--- src/design/icache_ctrl_pkg.sv ---
package icache_ctrl_pkg;

    // fetch controller states
    typedef enum logic [1:0] {
        lookup = 2'd0,
        refill = 2'd1,   // waiting on L2 line
        probe  = 2'd2    // hit-invalidate compare cycle
    } ctrl_state_t;

    // cache maintenance operations
    typedef enum logic {
        index_inval = 1'b0,
        hit_inval   = 1'b1
    } cacop_t;

endpackage

--- src/design/icache_geom_pkg.sv ---
package icache_geom_pkg;

    localparam int num_ways    = 4;
    localparam int num_sets    = 64;
    localparam int offset_bits = 6;    // 64-byte line
    localparam int index_bits  = 6;
    localparam int tag_bits    = 20;   // physical page number
    localparam int slots       = 4;    // instructions per fetch group

    typedef logic [31:0] addr_t;

    typedef logic [tag_bits-1:0] tag_t;

    typedef logic [index_bits-1:0] set_t;

    typedef logic [$clog2(num_ways)-1:0] way_t;

    typedef logic [1:0] bank_t;        // 16-byte bank within a line

    typedef logic [31:0] insn_t;

    typedef logic [slots*32-1:0] group_t;

    typedef logic [4*slots*32-1:0] line_t;

    typedef logic [slots-1:0] slot_mask_t;

endpackage
--- src/design/icache_fetch_ctrl.sv ---
`timescale 1ns/1ns

module icache_fetch_ctrl (
    input  logic                                                     clk,
    input  logic                                                     rst_n,
    input  logic                                                     fetch_vld,
    input  icache_geom_pkg::addr_t                                   fetch_pc,
    input  icache_geom_pkg::slot_mask_t                              fetch_mask,
    input  icache_geom_pkg::tag_t                                    fetch_ppn,
    input  logic                                                     flush,
    input  logic                                                     hold,
    input  logic                                                     cacop_vld,
    input  icache_ctrl_pkg::cacop_t                                  cacop_op,
    input  logic [icache_geom_pkg::num_ways-1:0]                     way_hit,
    input  logic                                                     any_hit,
    input  icache_geom_pkg::group_t [icache_geom_pkg::num_ways-1:0]  way_group,
    input  logic                                                     l2_ack,
    input  icache_geom_pkg::line_t                                   l2_data,
    output logic                                                     lookup_en,
    output icache_geom_pkg::set_t                                    lookup_set,
    output icache_geom_pkg::set_t                                    rd_set,
    output icache_geom_pkg::bank_t                                   rd_bank,
    output logic                                                     refill_wr,
    output logic                                                     probe,
    output logic                                                     stall,
    output logic                                                     l2_req,
    output icache_geom_pkg::addr_t                                   l2_addr,
    output icache_geom_pkg::slot_mask_t                              insn_vld,
    output icache_geom_pkg::insn_t                                   insn0,
    output icache_geom_pkg::insn_t                                   insn1,
    output icache_geom_pkg::insn_t                                   insn2,
    output icache_geom_pkg::insn_t                                   insn3,
    output icache_geom_pkg::addr_t                                   out_pc
);

    icache_ctrl_pkg::ctrl_state_t state_q;
    icache_ctrl_pkg::ctrl_state_t state_d;

    icache_geom_pkg::addr_t s1_pc;
    icache_geom_pkg::slot_mask_t s1_mask;
    logic s1_vld;

    logic hit;
    logic miss;
    logic hit_inval_req;
    logic start_refill;
    logic out_load;
    icache_geom_pkg::group_t hit_group;
    icache_geom_pkg::group_t out_group;

    assign hit  = s1_vld && any_hit;
    assign miss = s1_vld && !any_hit;
    assign hit_inval_req = cacop_vld && (cacop_op == icache_ctrl_pkg::hit_inval);

    assign stall = (state_q != icache_ctrl_pkg::lookup) || miss || hit_inval_req;
    assign lookup_en  = fetch_vld && !stall && !hold && !flush;
    assign lookup_set = fetch_pc[icache_geom_pkg::offset_bits +: icache_geom_pkg::index_bits];

    assign rd_set  = s1_pc[icache_geom_pkg::offset_bits +: icache_geom_pkg::index_bits];
    assign rd_bank = s1_pc[icache_geom_pkg::offset_bits-1 -: $bits(icache_geom_pkg::bank_t)];

    assign refill_wr = (state_q == icache_ctrl_pkg::refill) && l2_ack;
    assign probe     = (state_q == icache_ctrl_pkg::probe);
    assign l2_req    = (state_q == icache_ctrl_pkg::refill);
    assign start_refill = (state_q == icache_ctrl_pkg::lookup) && miss && !flush && !hold;

    always_comb begin
        case (state_q)
            icache_ctrl_pkg::lookup: begin
                if (start_refill)
                    state_d = icache_ctrl_pkg::refill;
                else if (hit_inval_req)
                    state_d = icache_ctrl_pkg::probe;
                else
                    state_d = icache_ctrl_pkg::lookup;
            end
            icache_ctrl_pkg::refill:
                state_d = l2_ack ? icache_ctrl_pkg::lookup : icache_ctrl_pkg::refill;
            default:
                state_d = icache_ctrl_pkg::lookup;   // probe lasts one cycle
        endcase
    end

    always_ff @(posedge clk or negedge rst_n) begin
        if (!rst_n)
            state_q <= icache_ctrl_pkg::lookup;
        else
            state_q <= state_d;
    end

    // stage 1 stays put while a miss waits for its line
    always_ff @(posedge clk or negedge rst_n) begin
        if (!rst_n)
            s1_vld <= 1'b0;
        else if (flush)
            s1_vld <= 1'b0;
        else if (refill_wr && !hold)
            s1_vld <= 1'b0;
        else if (!hold && !miss)
            s1_vld <= lookup_en;
    end

    always_ff @(posedge clk) begin
        if (lookup_en) begin
            s1_pc   <= fetch_pc;
            s1_mask <= fetch_mask;
        end
    end

    always_ff @(posedge clk) begin
        if (start_refill)
            l2_addr <= {fetch_ppn, rd_set, {icache_geom_pkg::offset_bits{1'b0}}};
    end

    always_comb begin
        hit_group = '0;
        for (int w = 0; w < icache_geom_pkg::num_ways; w++) begin
            if (way_hit[w])
                hit_group = hit_group | way_group[w];   // one-hot or-mux
        end
    end

    assign out_group = refill_wr ?
        l2_data[rd_bank*$bits(icache_geom_pkg::group_t) +: $bits(icache_geom_pkg::group_t)] :
        hit_group;
    assign out_load = !flush && !hold && (hit || (refill_wr && s1_vld));

    always_ff @(posedge clk or negedge rst_n) begin
        if (!rst_n)
            insn_vld <= '0;
        else if (flush)
            insn_vld <= '0;
        else if (!hold)
            insn_vld <= out_load ? s1_mask : '0;
    end

    always_ff @(posedge clk) begin
        if (out_load) begin
            {insn3, insn2, insn1, insn0} <= out_group;
            out_pc <= s1_pc;
        end
    end

endmodule

--- config.mk ---
export PLATFORM = sky130hd
export DESIGN_NAME = icache_fetch_ctrl
export DESIGN_NICKNAME = d
export VERILOG_FILES = /design/src/design/icache_ctrl_pkg.sv /design/src/design/icache_geom_pkg.sv /design/src/design/icache_fetch_ctrl.sv
export SDC_FILE = /design/constraint.sdc
export NUM_CORES = 1
export LEC_CHECK = 0
export BUFFER_PORTS_ARGS = -buffer_cell sky130_fd_sc_hd__buf_2
export CORE_AREA = 2 2 512 514
export CTS_CLUSTER_DIAMETER = 50
export CTS_CLUSTER_SIZE = 8
export DETAILED_ROUTE_END_ITERATION = 12
export DIE_AREA = 0 0 514 516
export GPL_TIMING_DRIVEN = 0
export SYNTH_ARGS = -nofsm -noshare
export SYNTH_HDL_FRONTEND = slang
export SYNTH_SLANG_ARGS = --single-unit
--- constraint.sdc ---
create_clock -name clk -period 22.5 [get_ports clk]
set_input_delay 1.125 -clock clk [delete_from_list [all_inputs] [get_ports clk]]
set_output_delay 1.125 -clock clk [all_outputs]
set_load 0.02 [all_outputs]
## After elaboration in Yosys (flattened, before gate mapping)

Index checks and enable logic that the tools add are counted.

- Muxes and demuxes: 15
- Reduce and logical (&&, ||, !) cells: 26
- Equality and inequality tests: 3
- Bitwise operators: 3
- Shift operators: 1

Operators with widths:

| cell | count |
|---|---|
| $mux 128 | 5 |
| $shiftx 512x10->128 | 1 |
| $or 128x128->128 | 3 |
| $logic_and 1x1->1 | 15 |
| $mux 4 | 3 |
| $logic_not 1->1 | 5 |
| $mux 1 | 4 |
| $mux 2 | 2 |
| $pmux 2 s2 | 1 |
| $logic_or 1x1->1 | 3 |
| $reduce_bool 3->1 | 1 |
| $eq 2x1->1 const B | 1 |
| $eq 2x2->1 const B | 1 |
| $logic_not 2->1 | 1 |
| $ne 2x2->1 const B | 1 |
| $reduce_bool 2->1 | 1 |

- Logic and storage cells: 59
- Output and inout bits: 215
- Register bits after elaboration: 229
- Bits of input ports: 1093

## Depth between registers and ports, before layout

Gate-level depths: netlist of run 1.

- Depth in word-level cells: 11
- Mapped depth: 6
- Mapped depth without buffers: 4

## Worst setup path before layout of run 1

No wires, ideal clock.

- Kind: input to register
- From: input l2_ack
- To: register insn0[0], enable pin
- Required time: 21819 ps
- Cell stages on the path: 5
- Slack: 13596 ps
- Arrival: 8223 ps
- Path buffers: 1
- Library setup time: 681 ps
- Cells stage by stage: nand3b_1 > inv_2 > buf_2 > nor2_1 > nor2_1

- Word-level cells in the longest chain between the ends: 4

RTL lines:

| item | line | RTL |
|---|---|---|
| from (decl) | icache_fetch_ctrl.sv:17 | `input logic l2_ack,` |
| $logic_and 1x1->1 | icache_fetch_ctrl.sv:62 | `assign refill_wr = (state_q == icache_ctrl_pkg::refill) && l2_ack;` |
| $logic_and 1x1->1 | icache_fetch_ctrl.sv:126 | `assign out_load = !flush && !hold && (hit \|\| (refill_wr && s1_vld));` |
| $logic_or 1x1->1 | icache_fetch_ctrl.sv:126 |  |
| $logic_and 1x1->1 | icache_fetch_ctrl.sv:126 |  |
| net out_load | icache_fetch_ctrl.sv:47 | `logic out_load;` |
| to (signal assigned) | icache_fetch_ctrl.sv:139 | `{insn3, insn2, insn1, insn0} <= out_group;` |
| to (decl) | icache_fetch_ctrl.sv:29 | `output icache_geom_pkg::insn_t insn0,` |

The timed path passes the listed nets, and every way through them passes these cells.
A chain may end at the register's enable or synchronous reset.

## Worst setup path after layout of run 1

- From: input flush
- To: output lookup_en

- Word-level cells in the longest chain between the ends: 2

RTL lines:

| item | line | RTL |
|---|---|---|
| from (decl) | icache_fetch_ctrl.sv:10 | `input logic flush,` |
| $logic_not 1->1 | icache_fetch_ctrl.sv:56 | `assign lookup_en = fetch_vld && !stall && !hold && !flush;` |
| $logic_and 1x1->1 | icache_fetch_ctrl.sv:56 |  |
| to (decl) | icache_fetch_ctrl.sv:19 | `output logic lookup_en,` |

Every way passes these cells.

==> results.md, run 1 <==
* Status: finished, violations left
* Failing checks: max-capacitance violations
* Worst slack, placed at 17.85 ns
* Lkg Pwr at 10.5 nW
* Worst-skew pair later-pin latency at 0.70 ns
* Syn avg cell area at 13.4 sq um
* Worst EP required at 21.38 ns
* 1st-pass router iterations at 8
* Final Hold Fails at 0
* CTS Hold Bufs at 0
* Crit Path Category: in -> out
* Vias in the first global route at 18.1k
* Post-CTS Setup Repair Bufs at 0
* Seq. cell area at 6840 sq um
* Final global-route overflow total at 0
* Peak VDD IR at 0.0543 mV
* Initial Utilization at 5.37%
* Highest clock rate at 227 MHz
* CP Data Arrival Time at 3.27 ns
* DP Area at 25100 sq um
* Routed wl met2 at 112 mm
* Setup violations, final at 0
* H-tree depth at 2
* Sw Ratio at 30.4%
* Post_cts resized at 0
* Fin nets at 3506
* DRT Wirelength at 265 mm
* Metal1 wirelength at 88.2 mm
* Crit-path max FO at 38
* Slew headroom at 0.578%
* Max Clock Skew at 0.0578 ns
* Post-Syn Area at 13900 sq um
* Reg2Reg Depth at 8
* Clock sinks at 229
* Antenna-violating nets left at 0
* Flop pwr share at 29.5%
* Most common cell after layout, fill and taps aside: buf_2
* Synth unique cells at 26
* RSZ-0062 raised after global routing: false
* Final period util at 19.5%
* Fin Setup TNS at 0 ns
* CP Capture Type: primary output
* Setup WS post-layout at 18.10 ns
* Power share of the combinational group at 19.6%
* MaxCap Viol Count at 1
* IO Pins at 1308
* Drt initial violations at 2386
* Total CTS buffers at 54
* Detailed placer's ending HPWL at 242 mm
* Syn. warnings at 0
* DRC viols at 0
* Total GRT Usage at 19.1%
* Routed length per instance at 43.4 um
* P per Cell Area at 59.1 nW/um^2
* Initial antenna violation count at 536
* Placeable core area at 259000 sq um
* Clock power frac at 50.9%
* Commonest non-fill, non-tap cells in the layout: buf_2 (1332), edfxtp_1 (222), nor2_1 (131)
* Die Y at 516 um
* Pint at 0.00113 W
* Fill count at 30.0k
* Die Span X at 514 um
* GPL Wtd Cong at 0.976
* Metal3 WL at 46.9 mm
* Area occupied by multi-input gates at 6280 sq um
* IO Port Bufs at 1297
* Slew at the pin closest to its max-slew limit at 1.49 ns
* Vias per cell at 3.39
* Clock Pin Slew Worst Setup and Hold Paths at 0.05 ns
* Period minus WS final at 4.40 ns
* CTS tree: done
* Top Metal Used: met5
* Bufs on Longest Clock Path at 3
* Layout cell share with drive strength beyond 1 at 65.7%
* NetSw at 0.000496 W
* Post-Syn Instances at 1036
* Num rows at 187
* Die area at 265000 sq um
* Sequential area share after synthesis at 49.2%
* Vias at 20.7k
* Hold WC Path Type: in -> async
* Finished Cell Area at 27600 sq um
* Layout area overhead at 98.3%
* First-pass GRT wire length at 299 mm
* Root Buffer: clkbuf_16
* Pins Over Slew Limit at 0
* Crit start category: input port
* Largest net degree at the start of global routing at 39
* Seq cells post-synth at 229
## power by group through the flow
stage	Combinational (W)	Clock [W]	Sequential (W)
finish	0.000320	0.000830	0.000481
detailed placement	0.000317	0	0.000489
CTS	0.000318	0.000860	0.000481
global route	0.000330	0.000867	0.000481
floorplan	0.0000930	0	0.000492
global placement	0.000308	0	0.000491
## worst max-delay path: stages
cell and delay [ns]:
buf_2 0.12, nor2_1 0.66, and4_4 0.98, buf_2 0.31
## area by class of cell
type	count	area share, %
timing repair buffer	1316	25.0
sequential	229	24.8
multi-input combinational	677	22.8
tap	3402	15.4
clock buffer	64	5.07
buffer	132	2.97
antenna	262	2.38
clock inverter	31	1.54
inverter	3	0.0408
## metrics by stage
| step | total power [W] | utilization (%) | hold slack, ns | instances |
|---|---|---|---|---|
| 2_1_floorplan | 0.000585 | - | 0.400 | 1041 |
| 3_3_place_gp | 0.000799 | 9.52 | 0.403 | 5740 |
| 3_5_place_dp | 0.000805 | 9.68 | 0.405 | 5758 |
| 4_1_cts | 0.00166 | 10.4 | 0.235 | 5853 |
| 5_1_grt | 0.00168 | 10.5 | 0.272 | 6002 |
| 6_report | 0.00163 | 10.6 | 0.304 | 6116 |
## routing by layer
layer	up-vias	global-route usage, %
met1	9519	19.2
met4	340	9.35
met5	-	0.0180
li1	7529	-
met3	1035	14.5
met2	2320	28.8
## kinds of logic after synthesis
family / share of synthesized area, %
AO/OA/AOI/OAI: 19.9
flip-flops: 49.2
AND/OR/NAND/NOR: 4.34
buffers and inverters: 5.88
multiplexers: 20.7
other: 0.0270
## state kept, by name, indices dropped and copies added (netlist names)
name      flops
l2_addr      26
out_pc       32
state_q       2
s1_mask       4
s1_vld        1
s1_pc        32
insn0        32
insn2        32
insn1        32
insn_vld      4
insn3        32
## cell usage after synthesis
| cell | number | area, sq um |
|---|---|---|
| nor2_1 | 132 | 495 |
| and4_1 | 2 | 17.5 |
| clkbuf_1 | 61 | 229 |
| nand2b_1 | 2 | 12.5 |
| nand3_1 | 5 | 25.0 |
| nand2_1 | 6 | 22.5 |
| conb_1 | 1 | 3.75 |
| mux4_2 | 128 | 2880 |
| inv_1 | 2 | 7.51 |
| buf_1 | 2 | 7.51 |
| nor2b_1 | 3 | 18.8 |
| a22oi_1 | 128 | 961 |
| inv_2 | 1 | 3.75 |
| buf_12 | 10 | 200 |
| a21oi_1 | 128 | 641 |
| a211oi_1 | 1 | 7.51 |
| a211o_1 | 1 | 8.76 |
| a221oi_1 | 128 | 1120 |
| o21ai_0 | 5 | 25.0 |
| edfxtp_1 | 222 | 6670 |
| nand3b_1 | 1 | 7.51 |
| buf_4 | 20 | 150 |
| dfrtp_1 | 7 | 175 |
| buf_2 | 35 | 175 |
| nor3_1 | 1 | 5.00 |
| buf_6 | 4 | 45.0 |
## final timing paths
path / from / to / slack, ns
min: rst_n / insn_vld[3]$_DFFE_PN0P_ / 0.30
min in group clk: s1_pc[22]$_DFFE_PP_ / out_pc[22]$_DFFE_PP_ / 0.41
max in group asynchronous: rst_n / state_q[0]$_DFF_PN0_ / 21.93
max: flush / lookup_en / 18.10
max reg2reg: state_q[1]$_DFF_PN0_ / insn1[24]$_DFFE_PP_ / 18.87
min reg2reg: s1_pc[22]$_DFFE_PP_ / out_pc[22]$_DFFE_PP_ / 0.41
Power figures use the tool's default switching activity.
==> run 2: changes to the inputs <==
==> constraint.sdc (replaced) <==
create_clock -name clk -period 3.57 [get_ports clk]
set_input_delay 0.1785 -clock clk [delete_from_list [all_inputs] [get_ports clk]]
set_output_delay 0.1785 -clock clk [all_outputs]
set_load 0.02 [all_outputs]
==> results.md, run 2 (synthesized netlist as in run 1, its figures left out) <==
* Crit start category: flop
* P per Cell Area at 349 nW/um^2 (+490%)
* Die area at 265000 sq um (unchanged)
* Min-delay src: way_group[299]
* Vias at 22.1k (+6.7%)
* Drt initial violations at 2374 (-0.50%)
* Final Non-Filler Cells at 6418 (+4.9%)
* Setup WS post-layout at 0.170 ns (-17.93 ns)
* Vias per cell at 3.45 (+1.7%)
* Status: finished, violations left
* Worst reg-to-reg setup slack at 0.17 ns (-18.70 ns)
* DRC viols at 0 (unchanged)
* CP Data Arrival Time at 3.79 ns (+0.52 ns)
* Sw Ratio at 30.5% (+0.040 points)
* Clock sinks at 229 (unchanged)
* NetSw at 0.00327 W (+560%)
* Initial Utilization at 5.37% (unchanged)
* Lkg Pwr at 11.8 nW (+12%)
* Reg2Reg Launch Point: state_q[0]$_DFF_PN0_
* Crit-path max FO at 10 (-74%)
* Initial antenna violation count at 541 (+0.93%)
* Worst slack, placed at -0.147 ns (-17.99 ns)
* Crit Path Category: reg -> reg
* CTS tree: done
* Layout cell share with drive strength beyond 1 at 58.2% (-7.5 points)
* Slew headroom at -12.6% (-13 points)
* WHS at 0.0456 ns (-0.258 ns)
* IO Port Bufs at 1297 (unchanged)
* First-pass GRT wire length at 307 mm (+2.6%)
* Clock Pin Slew Worst Setup and Hold Paths at 0.06 ns (about the same)
* Pint at 0.00745 W (+560%)
* Die Y at 516 um (unchanged)
* Layout area overhead at 121%
* Worst EP required at 3.96 ns (-17.42 ns)
* Vias in the first global route at 19.5k (+8.1%)
* Highest clock rate at 294 MHz
* Num rows at 187 (unchanged)
* Final Hold Fails at 0 (unchanged)
* Fin util at 11.9% (+1.2 points)
* Detailed placer's ending HPWL at 242 mm (+0.25%)
* Flop pwr share at 28.3% (-1.2 points)
* Hold WC Path Type: in -> reg
* Worst hold path cell count at 3
* Fin nets at 3823 (+9.0%)
* MaxCap Viol Count at 1 (unchanged)
* CP delay by family, top: compound AO/OA/AOI/OAI gates
* Crit path buffers/inverters at 3 (+1)
* GPL Wtd Cong at 0.983 (+0.76%)
* Routed length per instance at 42.0 um (-3.3%)
* Placed cell count at 5757 (-0.017%)
* Setup violations, final at 0 (unchanged)
* 1st-pass router iterations at 5 (-3)
* Most common cell after layout, fill and taps aside: buf_2
* CP Capture Type: flop
* Final global-route overflow total at 0 (unchanged)
* Worst-path cell chain: nand3b_1 > inv_2 > buf_4 > buf_2 > a221oi_1 > a21oi_1
* Worst-skew pair later-pin latency at 0.70 ns (about the same)
* Total GRT Usage at 19.4% (+0.30 points)
* Die Span X at 514 um (unchanged)
* Bufs on Longest Clock Path at 3 (unchanged)
* Max stage delay on crit path at 1.27 ns (+0.29 ns)
* H-tree depth at 2 (unchanged)
* WHS Endpoint: insn1[11]$_DFFE_PP_
* Placeable core area at 259000 sq um (unchanged)
* Antenna-violating nets left at 0 (unchanged)
* Failing checks: max-capacitance violations, max-slew violations
* Commonest non-fill, non-tap cells in the layout: buf_2 (1330), dlygate4sd3_1 (319), edfxtp_1 (222), nor2_1 (130)
* Clock power frac at 49.5% (-1.4 points)
* Crit path max-delay cell type: a221oi_1
* Power share of the combinational group at 22.3% (+2.7 points)
* Total CTS buffers at 54 (unchanged)
* DRT Wirelength at 269 mm (+1.5%)
* Largest net degree at the start of global routing at 27 (-31%)
* Reg2Reg Depth at 6 (-2)
* R2r endpoint: insn2[18]$_DFFE_PP_
* Final period util at 95.2%
* Peak VDD IR at 0.388 mV (+610%)
* Pins Over Slew Limit at 2 (+2)
* Root Buffer: clkbuf_16
* Max Clock Skew at 0.0651 ns (+0.00738 ns)
* Slew at the pin closest to its max-slew limit at 1.69 ns (+0.198 ns)
* Fill count at 29.7k (-0.84%)
* Period minus WS final at 3.40 ns
* IO Pins at 1308 (unchanged)
[run 2: cell count changes in the layout (fill, tap and decap cells not counted), sizes merged]
| cell | before | now |
|---|---|---|
| clkinvlp | 5 | 10 |
| dlygate4sd3 | 0 | 319 |
| inv | 7 | 4 |
| clkbuf | 125 | 123 |
| buf | 1387 | 1385 |
| diode | 262 | 244 |
| clkinv | 15 | 18 |
[run 2: stage by stage]
stage / total power [W] / instance area, sq um / TNS, ns
floorplan: 0.00369 / 14000 / -10.15
global placement: 0.00499 / 24700 / -629.40
finish: 0.0107 / 30700 / 0
global route: 0.0110 / 30500 / -0.0326
detailed placement: 0.00503 / 25100 / -0.329
CTS: 0.0109 / 30100 / 0
[run 2: repair_timing]
item,in CTS,in global routing
hold endpoints to repair,166,0
gates resized for setup,3,3
buffers inserted,0,0
endpoints found under the setup margin,4,1
hold buffers,319,0
[run 2: cell type report]
class	instances	area [sq um]	area share, %
timing repair buffer	1633	10000	32.6
sequential	229	6840	22.3
multi-input combinational	677	6300	20.5
tap	3402	4260	13.9
clock buffer	62	1400	4.56
buffer	132	826	2.69
antenna	244	611	1.99
clock inverter	36	457	1.49
inverter	3	11.3	0.0366
[run 2: worst max-delay path by stage]
| stage | startpoint | endpoint | slack (ns) | depth (start not counted) |
|---|---|---|---|---|
| after floorplan | state_q[1]$_DFF_PN0_ | insn0[0]$_DFFE_PP_ | -0.06 | 5 |
| after global placement | state_q[1]$_DFF_PN0_ | insn0[18]$_DFFE_PP_ | -3.39 | 5 |
| after detailed placement | state_q[0]$_DFF_PN0_ | insn3[7]$_DFFE_PP_ | -0.15 | 6 |
| after CTS | state_q[1]$_DFF_PN0_ | insn0[9]$_DFFE_PP_ | 0.03 | 7 |
| after global routing | state_q[1]$_DFF_PN0_ | insn0[9]$_DFFE_PP_ | -0.03 | 7 |
| final | state_q[0]$_DFF_PN0_ | insn2[18]$_DFFE_PP_ | 0.17 | 6 |
[run 2: per-layer routing]
layer / track usage [%] / share of wire [%] / routed length, um / vias up
met5: 0.0541 / 0.82 / 2210 / -
met4: 9.79 / 6.1 / 16500 / 330
met3: 13.0 / 16 / 43500 / 1085
met2: 29.4 / 42 / 114000 / 2359
met1: 20.3 / 35 / 93200 / 10200
li1: - / - / - / 8143
[run 2: power by group through the flow]
| stage | Sequential (W) | Clock [W] | Combinational [W] |
|---|---|---|---|
| after floorplan | 0.00310 | 0 | 0.000587 |
| after global placement | 0.00308 | 0 | 0.00190 |
| after detailed placement | 0.00308 | 0 | 0.00195 |
| after CTS | 0.00303 | 0.00546 | 0.00237 |
| after global routing | 0.00303 | 0.00552 | 0.00249 |
| final | 0.00303 | 0.00530 | 0.00239 |
[run 2: worst reg2reg max path, cell delays in order, from the launching register on]
cell and delay [ns]:
dfrtp_1 0.44, nand3b_1 0.31, inv_2 0.19, buf_4 0.33, buf_2 0.40, a221oi_1 1.30
a21oi_1 0.19
